--- config.mk ---
export PLATFORM = sky130hd
export DESIGN_NAME = aq_core_top
export DESIGN_NICKNAME = d
export VERILOG_FILES = /design/src/aq_bus_pkg.sv /design/src/aq_hctrl_pkg.sv /design/src/phi_gen.sv /design/src/bus_decode.sv /design/src/io_port_block.sv /design/src/handctrl.sv /design/src/aq_core_top.sv
export SDC_FILE = /design/constraint.sdc
export NUM_CORES = 1
export LEC_CHECK = 0
export BUFFER_PORTS_ARGS = -buffer_cell sky130_fd_sc_hd__buf_4
export CAP_MARGIN = 20
export CORE_AREA = 8 8 106 108
export CTS_BUF_LIST = sky130_fd_sc_hd__clkbuf_8
export CTS_CLUSTER_DIAMETER = 50
export DETAILED_ROUTE_END_ITERATION = 6
export DIE_AREA = 0 0 114 116
export PLACE_DENSITY = 0.74
export RECOVER_POWER = 100
export SYNTH_ARGS = -nofsm -noshare
export SYNTH_HDL_FRONTEND = slang
export SYNTH_SLANG_ARGS = --single-unit
--- constraint.sdc ---
create_clock -name sysclk -period 7.78 [get_ports sysclk]
set_clock_uncertainty 0.1 [all_clocks]
set_input_delay 0.778 -clock sysclk [delete_from_list [all_inputs] [get_ports sysclk]]
set_output_delay 0.778 -clock sysclk [all_outputs]
set_load 0.02 [all_outputs]
--- src/aq_bus_pkg.sv ---
package aq_bus_pkg;

    ////////////////////////////////////////////////////////////////////////////
    // Z80 bus widths
    ////////////////////////////////////////////////////////////////////////////
    typedef logic [15:0] addr_t;        // CPU address bus
    typedef logic [7:0]  data_t;        // One data byte
    typedef logic [4:0]  bank_t;        // Physical bank lines bus_ba
    typedef logic [7:0]  io_port_t;     // Low address byte in an I/O cycle

    // One decoded I/O access, single-cycle event
    typedef struct packed {
        logic     wr;                   // Write strobe event
        logic     rd;                   // Read strobe event
        io_port_t port;                 // Addressed port
        data_t    wdata;                // Write data, valid with wr
    } io_cycle_t;

    ////////////////////////////////////////////////////////////////////////////
    // I/O port map
    ////////////////////////////////////////////////////////////////////////////
    // Banking registers, one per 16 KB quadrant
    localparam io_port_t PORT_BANK0  = 8'hF0;
    localparam io_port_t PORT_BANK1  = 8'hF1;
    localparam io_port_t PORT_BANK2  = 8'hF2;
    localparam io_port_t PORT_BANK3  = 8'hF3;

    // Hand controller button bytes, read only
    localparam io_port_t PORT_HCTRL1 = 8'hF7;
    localparam io_port_t PORT_HCTRL2 = 8'hF8;

endpackage

--- src/aq_hctrl_pkg.sv ---
package aq_hctrl_pkg;

    // Button byte of one controller, active low
    typedef logic [7:0] pad_t;

    // Both controllers, pad1 in the upper byte as shifted in first
    typedef struct packed {
        pad_t pad1;
        pad_t pad2;
    } hctrl_state_t;

    // Bits per serial frame, pad1 then pad2
    localparam int unsigned HCTRL_BITS = 16;

endpackage

--- src/phi_gen.sv ---
`timescale 1ns/100ps

module phi_gen #(
    parameter int unsigned PHI_DIV = 4      // sysclk cycles per phi period, even
) (
    input  logic sysclk,
    input  logic rst,
    output logic phi
);

    localparam int unsigned HALF  = PHI_DIV / 2;
    localparam int unsigned CNT_W = (HALF > 1) ? $clog2(HALF) : 1;

    logic [CNT_W-1:0] cnt_q;                // Position within half period
    logic             phi_q;
    logic             half_end;

    assign half_end = (cnt_q == CNT_W'(HALF - 1));

    // Half period counter, phi flips at its wrap
    always_ff @(posedge sysclk) begin
        if (rst) begin
            cnt_q <= '0;
            phi_q <= 1'b0;                  // Held low in reset
        end else if (half_end) begin
            cnt_q <= '0;
            phi_q <= ~phi_q;
        end else begin
            cnt_q <= cnt_q + 1'b1;
        end
    end

    assign phi = phi_q;                     // 50 % duty

endmodule

--- src/bus_decode.sv ---
`timescale 1ns/100ps

module bus_decode (
    input  logic                  sysclk,
    input  logic                  rst,
    input  aq_bus_pkg::addr_t     bus_a,
    input  aq_bus_pkg::data_t     bus_d_in,
    input  logic                  bus_iorq_n,
    input  logic                  bus_rd_n,
    input  logic                  bus_wr_n,
    input  logic                  bus_m1_n,
    output aq_bus_pkg::io_cycle_t io_cycle,
    output logic                  rd_active
);

    // Z80 control strobes, all active low
    typedef struct packed {
        logic iorq_n;
        logic rd_n;
        logic wr_n;
        logic m1_n;
    } strobe_t;

    ////////////////////////////////////////////////////////////////////////////
    // Two-stage synchronizers
    ////////////////////////////////////////////////////////////////////////////
    strobe_t              strb_s1, strb_s2;
    aq_bus_pkg::io_port_t port_s1, port_s2;
    aq_bus_pkg::data_t    wdata_s1, wdata_s2;

    always_ff @(posedge sysclk) begin
        if (rst) begin
            strb_s1 <= '1;                  // Bus idle
            strb_s2 <= '1;
        end else begin
            strb_s1 <= '{iorq_n: bus_iorq_n, rd_n: bus_rd_n,
                         wr_n: bus_wr_n, m1_n: bus_m1_n};
            strb_s2 <= strb_s1;
        end
    end

    // Byte lanes, stable long before the strobe edge is seen
    always_ff @(posedge sysclk) begin
        port_s1  <= bus_a[7:0];
        port_s2  <= port_s1;
        wdata_s1 <= bus_d_in;
        wdata_s2 <= wdata_s1;
    end

    ////////////////////////////////////////////////////////////////////////////
    // Access detection
    ////////////////////////////////////////////////////////////////////////////
    logic io_sel;                           // I/O cycle, not an interrupt ack
    logic cond_wr, cond_rd;
    logic cond_wr_q, cond_rd_q;             // Registered strobe condition
    logic cond_wr_d, cond_rd_d;             // One cycle older, for edge detect
    logic ev_wr_q, ev_rd_q;
    aq_bus_pkg::io_port_t port_q;
    aq_bus_pkg::data_t    wdata_q;

    assign io_sel  = !strb_s2.iorq_n && strb_s2.m1_n;   // M1 low rejects INTA
    assign cond_wr = io_sel && !strb_s2.wr_n;
    assign cond_rd = io_sel && !strb_s2.rd_n;

    always_ff @(posedge sysclk) begin
        if (rst) begin
            cond_wr_q <= 1'b0;
            cond_rd_q <= 1'b0;
            cond_wr_d <= 1'b0;
            cond_rd_d <= 1'b0;
            ev_wr_q   <= 1'b0;
            ev_rd_q   <= 1'b0;
        end else begin
            cond_wr_q <= cond_wr;
            cond_rd_q <= cond_rd;
            cond_wr_d <= cond_wr_q;
            cond_rd_d <= cond_rd_q;
            ev_wr_q   <= cond_wr_q && !cond_wr_d;   // Strobe falling edge
            ev_rd_q   <= cond_rd_q && !cond_rd_d;
        end
    end

    // Event payload
    always_ff @(posedge sysclk) begin
        port_q  <= port_s2;
        wdata_q <= wdata_s2;
    end

    assign io_cycle  = '{wr: ev_wr_q, rd: ev_rd_q, port: port_q, wdata: wdata_q};
    assign rd_active = cond_rd_q;           // Spans the whole read strobe

endmodule

--- src/io_port_block.sv ---
`timescale 1ns/100ps

module io_port_block (
    input  logic                       sysclk,
    input  logic                       rst,
    input  aq_bus_pkg::io_cycle_t      io_cycle,
    input  logic                       rd_active,
    input  aq_hctrl_pkg::hctrl_state_t pads,
    input  logic [1:0]                 bank_sel,     // bus_a[15:14]
    output aq_bus_pkg::bank_t          bus_ba,
    output aq_bus_pkg::data_t          bus_d_out,
    output logic                       bus_d_oe
);

    ////////////////////////////////////////////////////////////////////////////
    // Port decode
    ////////////////////////////////////////////////////////////////////////////
    aq_bus_pkg::data_t bank_q [4];          // Full bytes, low 5 bits reach bus_ba
    aq_bus_pkg::data_t rd_byte;
    logic              rd_hit;              // Port answers reads
    logic              bank_hit;            // Port is a banking register
    logic [1:0]        bank_idx;

    assign bank_idx = io_cycle.port[1:0];   // F0..F3 map to 0..3

    always_comb begin
        rd_hit   = 1'b1;
        bank_hit = 1'b0;
        rd_byte  = '0;
        case (io_cycle.port)
            aq_bus_pkg::PORT_BANK0,
            aq_bus_pkg::PORT_BANK1,
            aq_bus_pkg::PORT_BANK2,
            aq_bus_pkg::PORT_BANK3: begin
                bank_hit = 1'b1;
                rd_byte  = bank_q[bank_idx];
            end
            aq_bus_pkg::PORT_HCTRL1: rd_byte = pads.pad1;
            aq_bus_pkg::PORT_HCTRL2: rd_byte = pads.pad2;
            default: rd_hit = 1'b0;         // Not ours, stay off the bus
        endcase
    end

    ////////////////////////////////////////////////////////////////////////////
    // Banking registers
    ////////////////////////////////////////////////////////////////////////////
    always_ff @(posedge sysclk) begin
        if (rst) begin
            for (int i = 0; i < 4; i++) begin
                bank_q[i] <= aq_bus_pkg::data_t'(i);    // Identity mapping
            end
        end else if (io_cycle.wr && bank_hit) begin
            bank_q[bank_idx] <= io_cycle.wdata;
        end
    end

    // Quadrant to bank lines, no register in this path
    assign bus_ba = aq_bus_pkg::bank_t'(bank_q[bank_sel][4:0]);

    ////////////////////////////////////////////////////////////////////////////
    // Read data and drive enable
    ////////////////////////////////////////////////////////////////////////////
    always_ff @(posedge sysclk) begin
        if (rst) begin
            bus_d_oe <= 1'b0;
        end else if (io_cycle.rd && rd_hit) begin
            bus_d_oe <= 1'b1;
        end else if (!rd_active) begin
            bus_d_oe <= 1'b0;               // Released with the read strobe
        end
    end

    always_ff @(posedge sysclk) begin
        if (io_cycle.rd && rd_hit) begin
            bus_d_out <= rd_byte;           // Held for the rest of the read
        end
    end

endmodule

--- src/handctrl.sv ---
`timescale 1ns/100ps

module handctrl #(
    parameter int unsigned HCTRL_HALF = 8   // sysclk cycles per half hctrl_clk
) (
    input  logic                       sysclk,
    input  logic                       rst,
    output logic                       hctrl_clk,
    output logic                       hctrl_load_n,
    input  logic                       hctrl_data,
    output aq_hctrl_pkg::hctrl_state_t pads
);

    localparam int unsigned NBITS = aq_hctrl_pkg::HCTRL_BITS;
    localparam int unsigned DIV_W = (HCTRL_HALF > 1) ? $clog2(2 * HCTRL_HALF) : 1;
    localparam int unsigned BIT_W = $clog2(NBITS);

    typedef enum logic [1:0] {
        LOAD,                               // Parallel load, clock low
        SHIFT_LO,                           // Clock low half
        SHIFT_HI                            // Clock high half
    } state_t;

    state_t           state_q;
    logic [DIV_W-1:0] div_q;                // Half period divider
    logic [BIT_W-1:0] bit_q;                // Bits taken this frame
    logic [NBITS-1:0] shift_q;
    logic             div_end;
    logic             last_bit;

    // LOAD lasts a full hctrl_clk period
    assign div_end  = (state_q == LOAD) ? (div_q == DIV_W'(2 * HCTRL_HALF - 1))
                                        : (div_q == DIV_W'(HCTRL_HALF - 1));
    assign last_bit = (bit_q == BIT_W'(NBITS - 1));

    ////////////////////////////////////////////////////////////////////////////
    // Frame FSM
    ////////////////////////////////////////////////////////////////////////////
    always_ff @(posedge sysclk) begin
        if (rst) begin
            state_q <= LOAD;
            div_q   <= '0;
            bit_q   <= '0;
        end else begin
            div_q <= div_end ? '0 : div_q + 1'b1;
            if (div_end) begin
                case (state_q)
                    LOAD:     state_q <= SHIFT_LO;
                    SHIFT_LO: state_q <= SHIFT_HI;
                    SHIFT_HI: begin
                        state_q <= last_bit ? LOAD : SHIFT_LO;
                        bit_q   <= last_bit ? '0 : bit_q + 1'b1;
                    end
                    default:  state_q <= LOAD;
                endcase
            end
        end
    end

    // Pin drivers follow the state one cycle later, idle during reset
    always_ff @(posedge sysclk) begin
        if (rst) begin
            hctrl_clk    <= 1'b0;
            hctrl_load_n <= 1'b1;
        end else begin
            hctrl_clk    <= (state_q == SHIFT_HI);
            hctrl_load_n <= (state_q != LOAD);
        end
    end

    ////////////////////////////////////////////////////////////////////////////
    // Data capture
    ////////////////////////////////////////////////////////////////////////////
    // Sample on the cycle hctrl_clk rises, MSB first
    always_ff @(posedge sysclk) begin
        if (state_q == SHIFT_HI && div_q == '0) begin
            shift_q <= {shift_q[NBITS-2:0], hctrl_data};
        end
    end

    // Publish both bytes at frame end, stored as received
    always_ff @(posedge sysclk) begin
        if (rst) begin
            pads <= '1;                     // No buttons pressed
        end else if (state_q == SHIFT_HI && div_end && last_bit) begin
            pads <= aq_hctrl_pkg::hctrl_state_t'(shift_q);
        end
    end

endmodule

--- src/aq_core_top.sv ---
`timescale 1ns/100ps

module aq_core_top #(
    parameter int unsigned PHI_DIV    = 4,  // sysclk cycles per phi period
    parameter int unsigned HCTRL_HALF = 8   // sysclk cycles per half hctrl_clk
) (
    input  logic              sysclk,
    input  logic              rst,

    // Z80 bus
    output logic              phi,
    input  aq_bus_pkg::addr_t bus_a,
    input  aq_bus_pkg::data_t bus_d_in,
    input  logic              bus_iorq_n,
    input  logic              bus_rd_n,
    input  logic              bus_wr_n,
    input  logic              bus_m1_n,
    output aq_bus_pkg::bank_t bus_ba,
    output aq_bus_pkg::data_t bus_d_out,
    output logic              bus_d_oe,     // Pad driver enable, outside

    // Hand controllers
    output logic              hctrl_clk,
    output logic              hctrl_load_n,
    input  logic              hctrl_data
);

    aq_bus_pkg::io_cycle_t      io_cycle;
    logic                       rd_active;
    aq_hctrl_pkg::hctrl_state_t pads;

    ////////////////////////////////////////////////////////////////////////////
    // CPU clock
    ////////////////////////////////////////////////////////////////////////////
    phi_gen #(.PHI_DIV(PHI_DIV)) u_phi_gen (
        .sysclk (sysclk),
        .rst    (rst),
        .phi    (phi)
    );

    ////////////////////////////////////////////////////////////////////////////
    // Bus interface and I/O ports
    ////////////////////////////////////////////////////////////////////////////
    bus_decode u_bus_decode (
        .sysclk     (sysclk),
        .rst        (rst),
        .bus_a      (bus_a),
        .bus_d_in   (bus_d_in),
        .bus_iorq_n (bus_iorq_n),
        .bus_rd_n   (bus_rd_n),
        .bus_wr_n   (bus_wr_n),
        .bus_m1_n   (bus_m1_n),
        .io_cycle   (io_cycle),
        .rd_active  (rd_active)
    );

    io_port_block u_io_port_block (
        .sysclk    (sysclk),
        .rst       (rst),
        .io_cycle  (io_cycle),
        .rd_active (rd_active),
        .pads      (pads),
        .bank_sel  (bus_a[15:14]),          // Address quadrant
        .bus_ba    (bus_ba),
        .bus_d_out (bus_d_out),
        .bus_d_oe  (bus_d_oe)
    );

    ////////////////////////////////////////////////////////////////////////////
    // Hand controller interface
    ////////////////////////////////////////////////////////////////////////////
    handctrl #(.HCTRL_HALF(HCTRL_HALF)) u_handctrl (
        .sysclk       (sysclk),
        .rst          (rst),
        .hctrl_clk    (hctrl_clk),
        .hctrl_load_n (hctrl_load_n),
        .hctrl_data   (hctrl_data),
        .pads         (pads)
    );

endmodule

Word level (Yosys, flattened, before mapping)
Memory sizes are Yosys's and may differ from the RTL's. A register that Yosys moved wholly into a read port is not among the register bits. Cells that the tools add are included.

Input bits: 31. Memory bits (writable): 32. Flip-flop bits (word level): 117. Word-level logic and storage cells: 90. Memories: 1.

Memory list: u_io_port_block.bank_q (words 4, width 8, rd ports 2, clocked after memory_dff 1, write ports 4, line io_port_block.sv:18) `aq_bus_pkg::data_t bank_q [4];`.

Reduce and logical (&&, ||, !) cells: 24. $add $sub $neg: 3. Equal/unequal tests: 12. Mux-type cells: 17. Bitwise operators: 1.

Operator list (count): $eq A8 B8 Y1 const B (6); $pmux W8 S3 (1); $mux W1 (12); $logic_and A1 B1 Y1 (10); $add A4 B1 Y4 const B (2); $eq A4 B4 Y1 const B (2); $mux W8 (1); $reduce_or A8 Y1 (1); $pmux W2 S3 (1); $reduce_or A6 Y1 (1); $logic_not A1 Y1 (5); $eq A4 B3 Y1 const B (1); $logic_not A4 Y1 (1); $mux W4 (1); $reduce_or A2 Y1 (2); $reduce_or A4 Y1 (1); $eq A2 B1 Y1 const B (1); $eq A2 B2 Y1 const B (1); $logic_not A2 Y1 (1); $mux W2 (1); $ne A2 B1 Y1 const B (1); $reduce_and A2 Y1 (1); $reduce_bool A2 Y1 (1); $add A1 B1 Y1 const B (1); $not A1 Y1 (1).

Depth between registers and ports, before layout
Gate-level depths: netlist of the first run.

Depth after elaboration: 9. Depth in mapped cells: 6. Gate-level depth less buffers: 4.

By module
Synthesis of the first run repeated with hierarchy kept, for this count alone.

Cells, all modules: 368. Area, all modules: 5262.5 sq um.

Modules (own cells, without submodules): io_port_block (area each 2117.0 sq um, cells an instance 134, times used 1); handctrl (area each 1700.4 sq um, cells an instance 150, times used 1); bus_decode (area each 1388.8 sq um, cells an instance 79, times used 1); phi_gen (area each 56.3 sq um, cells an instance 5, times used 1).

Least setup slack after synthesis of the first run
OpenSTA, ideal clock, no wires.

Kind: register to register. Start point: register u_handctrl.state_q[0]. End point: register u_handctrl.shift_q[0], enable pin. Stages on the path, launching flop included: 3. Clock period less this slack: 2916 ps. Setup time: 436 ps. Path slack: 4864 ps. Data arrival time: 2380 ps. Cell sequence: dfxtp_1 nand2b_1 nor4b_1.

Longest elaborated chain between the ends: 2.

RTL lines: start: declaration (line handctrl.sv:24) `state_t state_q;`; start signal: assignment (line handctrl.sv:51) `state_q <= last_bit ? LOAD : SHIFT_LO;`; $eq A2 B2 Y1 (line handctrl.sv:76) `if (state_q == SHIFT_HI && div_q == '0) begin`; $logic_and A1 B1 Y1 (line handctrl.sv:76); end signal: assignment (line handctrl.sv:77) `shift_q <= {shift_q[NBITS-2:0], hctrl_data};`; end: declaration (line handctrl.sv:27) `logic [NBITS-1:0] shift_q;`.

Every way passes these cells. A chain may end at the register's enable or synchronous reset.

==> results of run 1 <==
==> cells in the mapped netlist, types with 2 or more instances <==
master    count  share of area, %
xnor2_1       3              0.51
a31oi_1       2              0.24
nor2b_1       8              0.97
nand2_1       8              0.58
edfxtp_1     56                33
inv_1        14               1.0
mux4_2        9               3.9
o31ai_1       2              0.29
ha_1          3              0.73
a21oi_1       5              0.48
nand3b_1      3              0.44
nand3_1       4              0.39
clkbuf_1     20               1.5
mux4_1        4               2.0
or2_2         9               1.1
and3_1        3              0.36
and4_1       10               1.7
a221o_1       8               1.6
mux2i_1      16               3.1
nor2_1       51               3.7
and3b_1       2              0.34
or3_1         4              0.48
dfxtp_1      93                36
o21bai_1      2              0.29
nor3_1       23               2.2
nand2b_1      2              0.24
buf_6         2              0.44
o21ai_0       4              0.39
a41o_1        2              0.39
==> routing by layer <==
metal | global-route usage (%) | wire [µm] | vias to the layer above | part of all wire [%]
li1 | - | - | 1455 | -
met1 | 16.7 | 3990 | 1394 | 46
met2 | 23.2 | 4220 | 54 | 49
met3 | 4.74 | 337 | 10 | 3.9
met4 | 5.86 | 104 | 0 | 1.2
met5 | 0 | 0 | - | 0
==> worst paths after layout <==
| path | slack [ps] | endpoint | from |
|---|---|---|---|
| max reg2reg | 5000 | u_io_port_block.bank_q[2][2]$_SDFFCE_PN0P_ | u_bus_decode.port_q[6]$_DFF_P_ |
| min | 230 | u_bus_decode.port_s2[1]$_DFF_P_ | u_bus_decode.port_s1[1]$_DFF_P_ |
| max | 3240 | u_io_port_block.bank_q[2][2]$_SDFFCE_PN0P_ | rst |
| min reg2reg | 230 | u_bus_decode.port_s2[1]$_DFF_P_ | u_bus_decode.port_s1[1]$_DFF_P_ |
==> area by class of cell <==
cell class	instances	area, µm²
multi-input combinational	196	1450
inverter	14	52.6
sequential	149	3540
timing repair buffer	43	248
fill	761	3690
clock buffer	17	234
clock inverter	15	168
tap	133	166
==> power breakdown <==
group	switching [mW]	internal [mW]	total [mW]
Sequential	0.0107	0.827	0.838
Combinational	0.0279	0.0239	0.0518
Clock	0.296	0.294	0.590
Total	0.335	1.15	1.48
==> cells in the final DEF (no fill, tap or decap), types with 3 or more instances in the layout <==
cell and n:
a21oi_1 5, a221o_1 8, and3_1 3, and4_1 10, buf_4 6, clkbuf_1 20
clkbuf_4 17, clkbuf_8 17, dfxtp_1 93, edfxtp_1 56, ha_1 3, inv_1 14
inv_6 5, mux2i_1 16, mux4_1 4, mux4_2 9, nand2_1 8, nand3_1 4
nand3b_1 3, nor2_1 51, nor2b_1 8, nor3_1 23, o21ai_0 4, or2_2 9
or3_1 4, xnor2_1 3
==> flip-flops by register name, indices dropped and copies added (netlist names), 8 cells and up <==
name	cells
u_io_port_block.bank_q	32
u_bus_decode.wdata_q	8
u_bus_decode.port_q	8
u_io_port_block.bus_d_out	8
u_bus_decode.wdata_s2	8
u_handctrl.shift_q	16
u_bus_decode.port_s1	8
u_bus_decode.port_s2	8
u_handctrl.pads	16
u_bus_decode.wdata_s1	8
==> logic make-up after synthesis <==
family                   synth area share, %
AND/OR/NAND/NOR                         13.8
buffers and inverters                   3.30
flip-flops                              68.6
AO/OA/AOI/OAI                           3.78
multiplexers                            9.28
adder cells (fa/ha/maj)                0.727
XOR/XNOR                               0.509
==> through the flow <==
step	setup WS (ps)	std cells	total power [mW]	instance area [µm²]
floorplan	4860	383	0.889	5160
global placement	4960	535	0.909	5540
detailed placement	4900	535	0.911	5540
CTS	5270	567	1.50	5940
global route	2840	567	1.54	5860
finish	3240	567	1.48	5860
==> flow_summary.yaml, run 1 <==
timing:
  hold_viol_final: 0
  setup_violations: 0
  fin_tns_setup_ps: 0
  slew-limit-headroom_pct: -69.1
  hold_slack_ps: 231
  slew_viol_final: 64
  clock.fmax_mhz: 220
  grt_setup_unrepaired: "false"
  worst_slew_pin_slew_ps: 2540
  period_needed_ps: 4540
  finalCritPeriodShare_pct: 58.3
clock_network:
  cts_tree: "yes"
  clkTransAtPathRegs_ps: 80
  cts_buffer_depth: 2
  post-cts-setup-buffers: 0
  cts_resized: 0
  clockRootBuffer: "clkbuf_8"
  h-tree-depth: 4
  cts_buffers: 17
  clk-insertion-delay-late_ps: 430
  cts_num_sinks: 149
  cts_hold_buf: 0
global_route:
  grt_pass1_vias: 2943
  grt_antenna_before_repair: 0
  grt_pass1_wl_um: 14300
  grt_usage_pct: 14.1
  grt_overflow_total: 0
  grt_max_degree: 64
floorplanning:
  core_area_um2: 9550
  num_rows: 36
  ios: 48
  fp.dieW_um: 114
  dieHeight_um: 116
  start_util_pct: 54.1
  die_area_um2: 13200
worst_setup_path:
  cp_max_fo: 63
  cp.depth: 5
  crit_top_cell: "clkbuf_1"
  required_ps: 7730
  max_stage_delay_ps: 1770
  critical_path.top_delay_family: "buffers and inverters"
  crit_buf_inv: 2
  arrival_ps: 4480
  crit_chain: "clkbuf_1, nor2b_1, nand4_1, clkbuf_1, o21bai_1"
  r2r_cells: 4
  crit_path_end_kind: "flop"
  crit_path_start_kind: "input port"
  crit_slowest_cell: "clkbuf_1"
  worst-setup-path-type: "in -> reg"
routing:
  num_vias: 2913
  wl_per_cell_um: 15.3
  drc: 0
  drt_iter0_markers: 144
  dr.pass1.iters: 4
  wl_um: 8650
  via_per_inst: 5.14
  ant_nets: 0
final_layout:
  nets: 455
  utilization_pct: 61.4
  area_growth_pct: 13.5
  drive_gt1_share_pct: 17.5
  num_antenna_cells: 0
yosys:
  synthFlopType: "dfxtp_1"
  async_flop_share_pct: 0
  ys_ff_latch: 149
  syn-num-nets: 417
  synth_cell_type_count: 40
  synth_area_per_cell_um2: 13.5
  synth_cells: 383
  syn-cell-area_um2: 5160
  yosysSeqAreaShare_pct: 68.6
  yosys_warnings: 0
  synth_edf_count: 56
hold_path:
  min_path_type: "reg -> reg"
  holdPathStages: 0
run:
  maxCapViolCount: 1
placement:
  place.detailed.hpwl_um: 5720
  place_congestion: 0.774
  io_buffers: 41
run_status:
  violations: "max-capacitance violations, max-slew violations"
  status: "complete, but fails checks"
pwr:
  irDropWorstVdd_mv: 0.125
  cellPowerDensity_nw_per_um2: 253
  leakage_nw: 2.18
Power figures use the tool's default switching activity.
==> run 2: changes to the inputs <==
--- a/config.mk
+++ b/config.mk
@@ -5,13 +5,14 @@
 export SDC_FILE = /design/constraint.sdc
 export NUM_CORES = 1
 export LEC_CHECK = 0
+export ABC_AREA = 1
 export BUFFER_PORTS_ARGS = -buffer_cell sky130_fd_sc_hd__buf_4
 export CAP_MARGIN = 20
-export CORE_AREA = 8 8 106 108
+export CORE_AREA = 8 8 105 107
 export CTS_BUF_LIST = sky130_fd_sc_hd__clkbuf_8
 export CTS_CLUSTER_DIAMETER = 50
 export DETAILED_ROUTE_END_ITERATION = 6
-export DIE_AREA = 0 0 114 116
+export DIE_AREA = 0 0 113 115
 export PLACE_DENSITY = 0.74
 export RECOVER_POWER = 100
 export SYNTH_ARGS = -nofsm -noshare
==> constraint.sdc (replaced) <==
create_clock -name sysclk -period 4.5 [get_ports sysclk]
set_clock_uncertainty 0.1 [all_clocks]
set_input_delay 0.45 -clock sysclk [delete_from_list [all_inputs] [get_ports sysclk]]
set_output_delay 0.45 -clock sysclk [all_outputs]
set_load 0.02 [all_outputs]
==> run 2 against run 1 <==
Compared with the run above: the run now ends clean; count of clock-buffer cells in the layout increased by 1; die area decreased by 1.7%; critical path depth up 2.
==> flow_summary.yaml, run 2 <==
yosys:
  synth_compound_area_share_pct: 3.50
  synth_cell_type_count: 26
  muxShareOfSynthArea_pct: 0
  syn-cell-area_um2: 5050
  ys_ff_latch: 149
  syn-num-nets: 510
  yosys.area_share.simple_pct: 20.2
  synth_top_family_by_area: "simple AND/OR/NAND/NOR gates"
  yosys_warnings: 0
  synth_area_per_cell_um2: 10.6
  synthAdderAreaFrac_pct: 0.744
  synth.top_cells.by_area: "dfxtp_1, edfxtp_1, nand2_1"
  synth.top_cell.area_share_pct: 36.9
  synth_edf_count: 56
  synthFlopType: "dfxtp_1"
  synth_cells: 476
  yosysMostFrequentCell: "nand2_1"
  synthTopCellsByCount: "nand2_1, dfxtp_1, edfxtp_1"
  synth-xor-area-share_pct: 0.694
  synth_top_area_cell: "dfxtp_1"
  yosysSeqAreaShare_pct: 70.2
  async_flop_share_pct: 0
final_layout:
  mostFrequentLayoutCells: "nand2_1, dfxtp_1, edfxtp_1, nor2_1, nand3_1"
  num_antenna_cells: 0
  drive_gt1_share_pct: 11.9
  regArea_um2: 3540
  finish.instance_area_um2: 5900
  multiInputGateArea_um2: 1230
  fillers: 776
  layout_commonest_cell: "nand2_1"
  top_register: "u_io_port_block.bank_q"
  fin_cells: 670
  utilization_pct: 62.3
  area_growth_pct: 16.8
  largestRegisters: "u_io_port_block.bank_q: 32 flops, u_handctrl.pads: 16 flops, u_handctrl.shift_q: 16 flops"
  largest_reg_flops: 32
  nets: 577
worst_setup_path:
  required_ps: 4490
  crit_chain: "nand2_1, nor2_1, clkbuf_1, nand4_1, nor2_1, nand2_1, nand2_1"
  worst-setup-path-type: "reg -> reg"
  crit_buf_inv: 1
  crit_top_cell: "nand2_1"
  arrival_ps: 3250
  crit_slowest_cell: "nor2_1"
  cp_max_fo: 20
  crit_path_start_kind: "flop"
  critical_path.top_delay_family: "simple AND/OR/NAND/NOR gates"
  crit_path_end_kind: "flop"
  max_stage_delay_ps: 730
timing:
  grt_setup_unrepaired: "false"
  fin_tns_setup_ps: 0
  worst_slew_pin_slew_ps: 1220
  setup_violations: 0
  hold_slack_ps: 104
  hold_viol_final: 0
  slew-limit-headroom_pct: 18.0
  finalCritPeriodShare_pct: 72.4
  clock.fmax_mhz: 307
  slew_viol_final: 0
  layout_setup_ws_ps: 1240
  period_needed_ps: 3260
clock_network:
  h-tree-depth: 4
  clkTransAtPathRegs_ps: 80
  cts_resized: 0
  clk-insertion-delay-late_ps: 430
  cts_buffers: 17
  cts_num_sinks: 149
  cts_buffer_depth: 2
  cts_tree: "yes"
  clockRootBuffer: "clkbuf_8"
routing:
  via_per_inst: 4.98
  wl_per_cell_um: 13.3
  wl_um: 8940
  dr.pass1.iters: 5
  drc: 0
  num_vias: 3338
  ant_nets: 0
  drt_iter0_markers: 154
floorplanning:
  num_rows: 36
  fp.dieW_um: 113
  start_util_pct: 53.4
  core_area_um2: 9460
  ios: 48
  die_area_um2: 13000
  dieHeight_um: 115
placement:
  io_buffers: 41
  dp_slack_ps: 1710
  place_congestion: 0.843
  placed_area_um2: 5460
  placed_cells: 622
  place.detailed.hpwl_um: 6080
pwr:
  finalPower_mw: 2.57
  cellPowerDensity_nw_per_um2: 436
  irDropWorstVdd_mv: 0.271
  leakage_nw: 2.47
hold_path:
  min_path_type: "in -> reg"
global_route:
  grt_usage_pct: 14.8
  grt_antenna_before_repair: 0
  grt_pass1_wl_um: 15100
  grt_pass1_vias: 3328
  grt_overflow_total: 0
  grt_max_degree: 25
run_status:
  status: "complete, no violations"
run:
  maxCapViolCount: 0
run 2: cell count changes after synthesis, moves of 9 or more:
cell      delta
mux2i_1     -16
nand3_1     +45
nand2_1     +96
inv_1       +27
nor3_1      -19
o21ai_0     +12
a21oi_1      +9
mux4_2       -9
clkbuf_1    -14
and4_1      -10
run 2: where the power goes:
group	switching [mW]	internal [mW]
combinational	0.0581	0.0402
sequential	0.0152	1.43
clock	0.466	0.560
run 2: timing repair:
item                      4_1_cts  5_1_grt
setup buffers                   0        0
hold endpoints to repair       16        0
hold buffers                   16        0
run 2: routing by layer:
metal  vias up  share of wire (%)  track usage, %
li1       1696                  -               -
met1      1525                 44            17.0
met2        95                 47            24.3
met3        22                6.6            5.09
met4         0                2.3            7.73
met5         -                  0               0
run 2: layout make-up:
| class | instances | share of cell area, % |
|---|---|---|
| clock buffers | 18 | 4.20 |
| clock inverters | 14 | 2.65 |
| inverters | 43 | 2.80 |
| multi-input cells | 272 | 20.9 |
| flip-flops and latches | 149 | 60.1 |
| well taps | 114 | 2.42 |
| repair buffers | 60 | 6.98 |
run 2: cells by family (layout without fill, tap and decap cells):
kind of cell               after synthesis  in the layout
DFF                                    149            149
and+or+nand+nor                        231            231
buffers and inverters                   55            135
xor gates and xnor gates                 4              4
adders and majority gates                3              3
AOI/OAI and AO/OA                       34             34
run 2: worst paths after layout:
check / from / end / slack [ps] / depth (start not counted)
max: u_bus_decode.port_q[5]$_DFF_P_ / u_io_port_block.bank_q[2][5]$_SDFFCE_PN0P_ / 1240 / 7
min: bus_iorq_n / u_bus_decode.strb_s1[3]$_SDFF_PP1_ / 100 / 2
max reg2reg: u_bus_decode.port_q[5]$_DFF_P_ / u_io_port_block.bank_q[2][5]$_SDFFCE_PN0P_ / 1240 / 7
min reg2reg: u_bus_decode.wdata_s2[4]$_DFF_P_ / u_bus_decode.wdata_q[4]$_DFF_P_ / 220 / 0
run 2: worst register-to-register path, cell delays in order (launching register included):
cell,delay (ps)
dfxtp_1,310
nand2_1,50
nor2_1,110
clkbuf_1,610
nand4_1,190
nor2_1,730
nand2_1,400
nand2_1,420
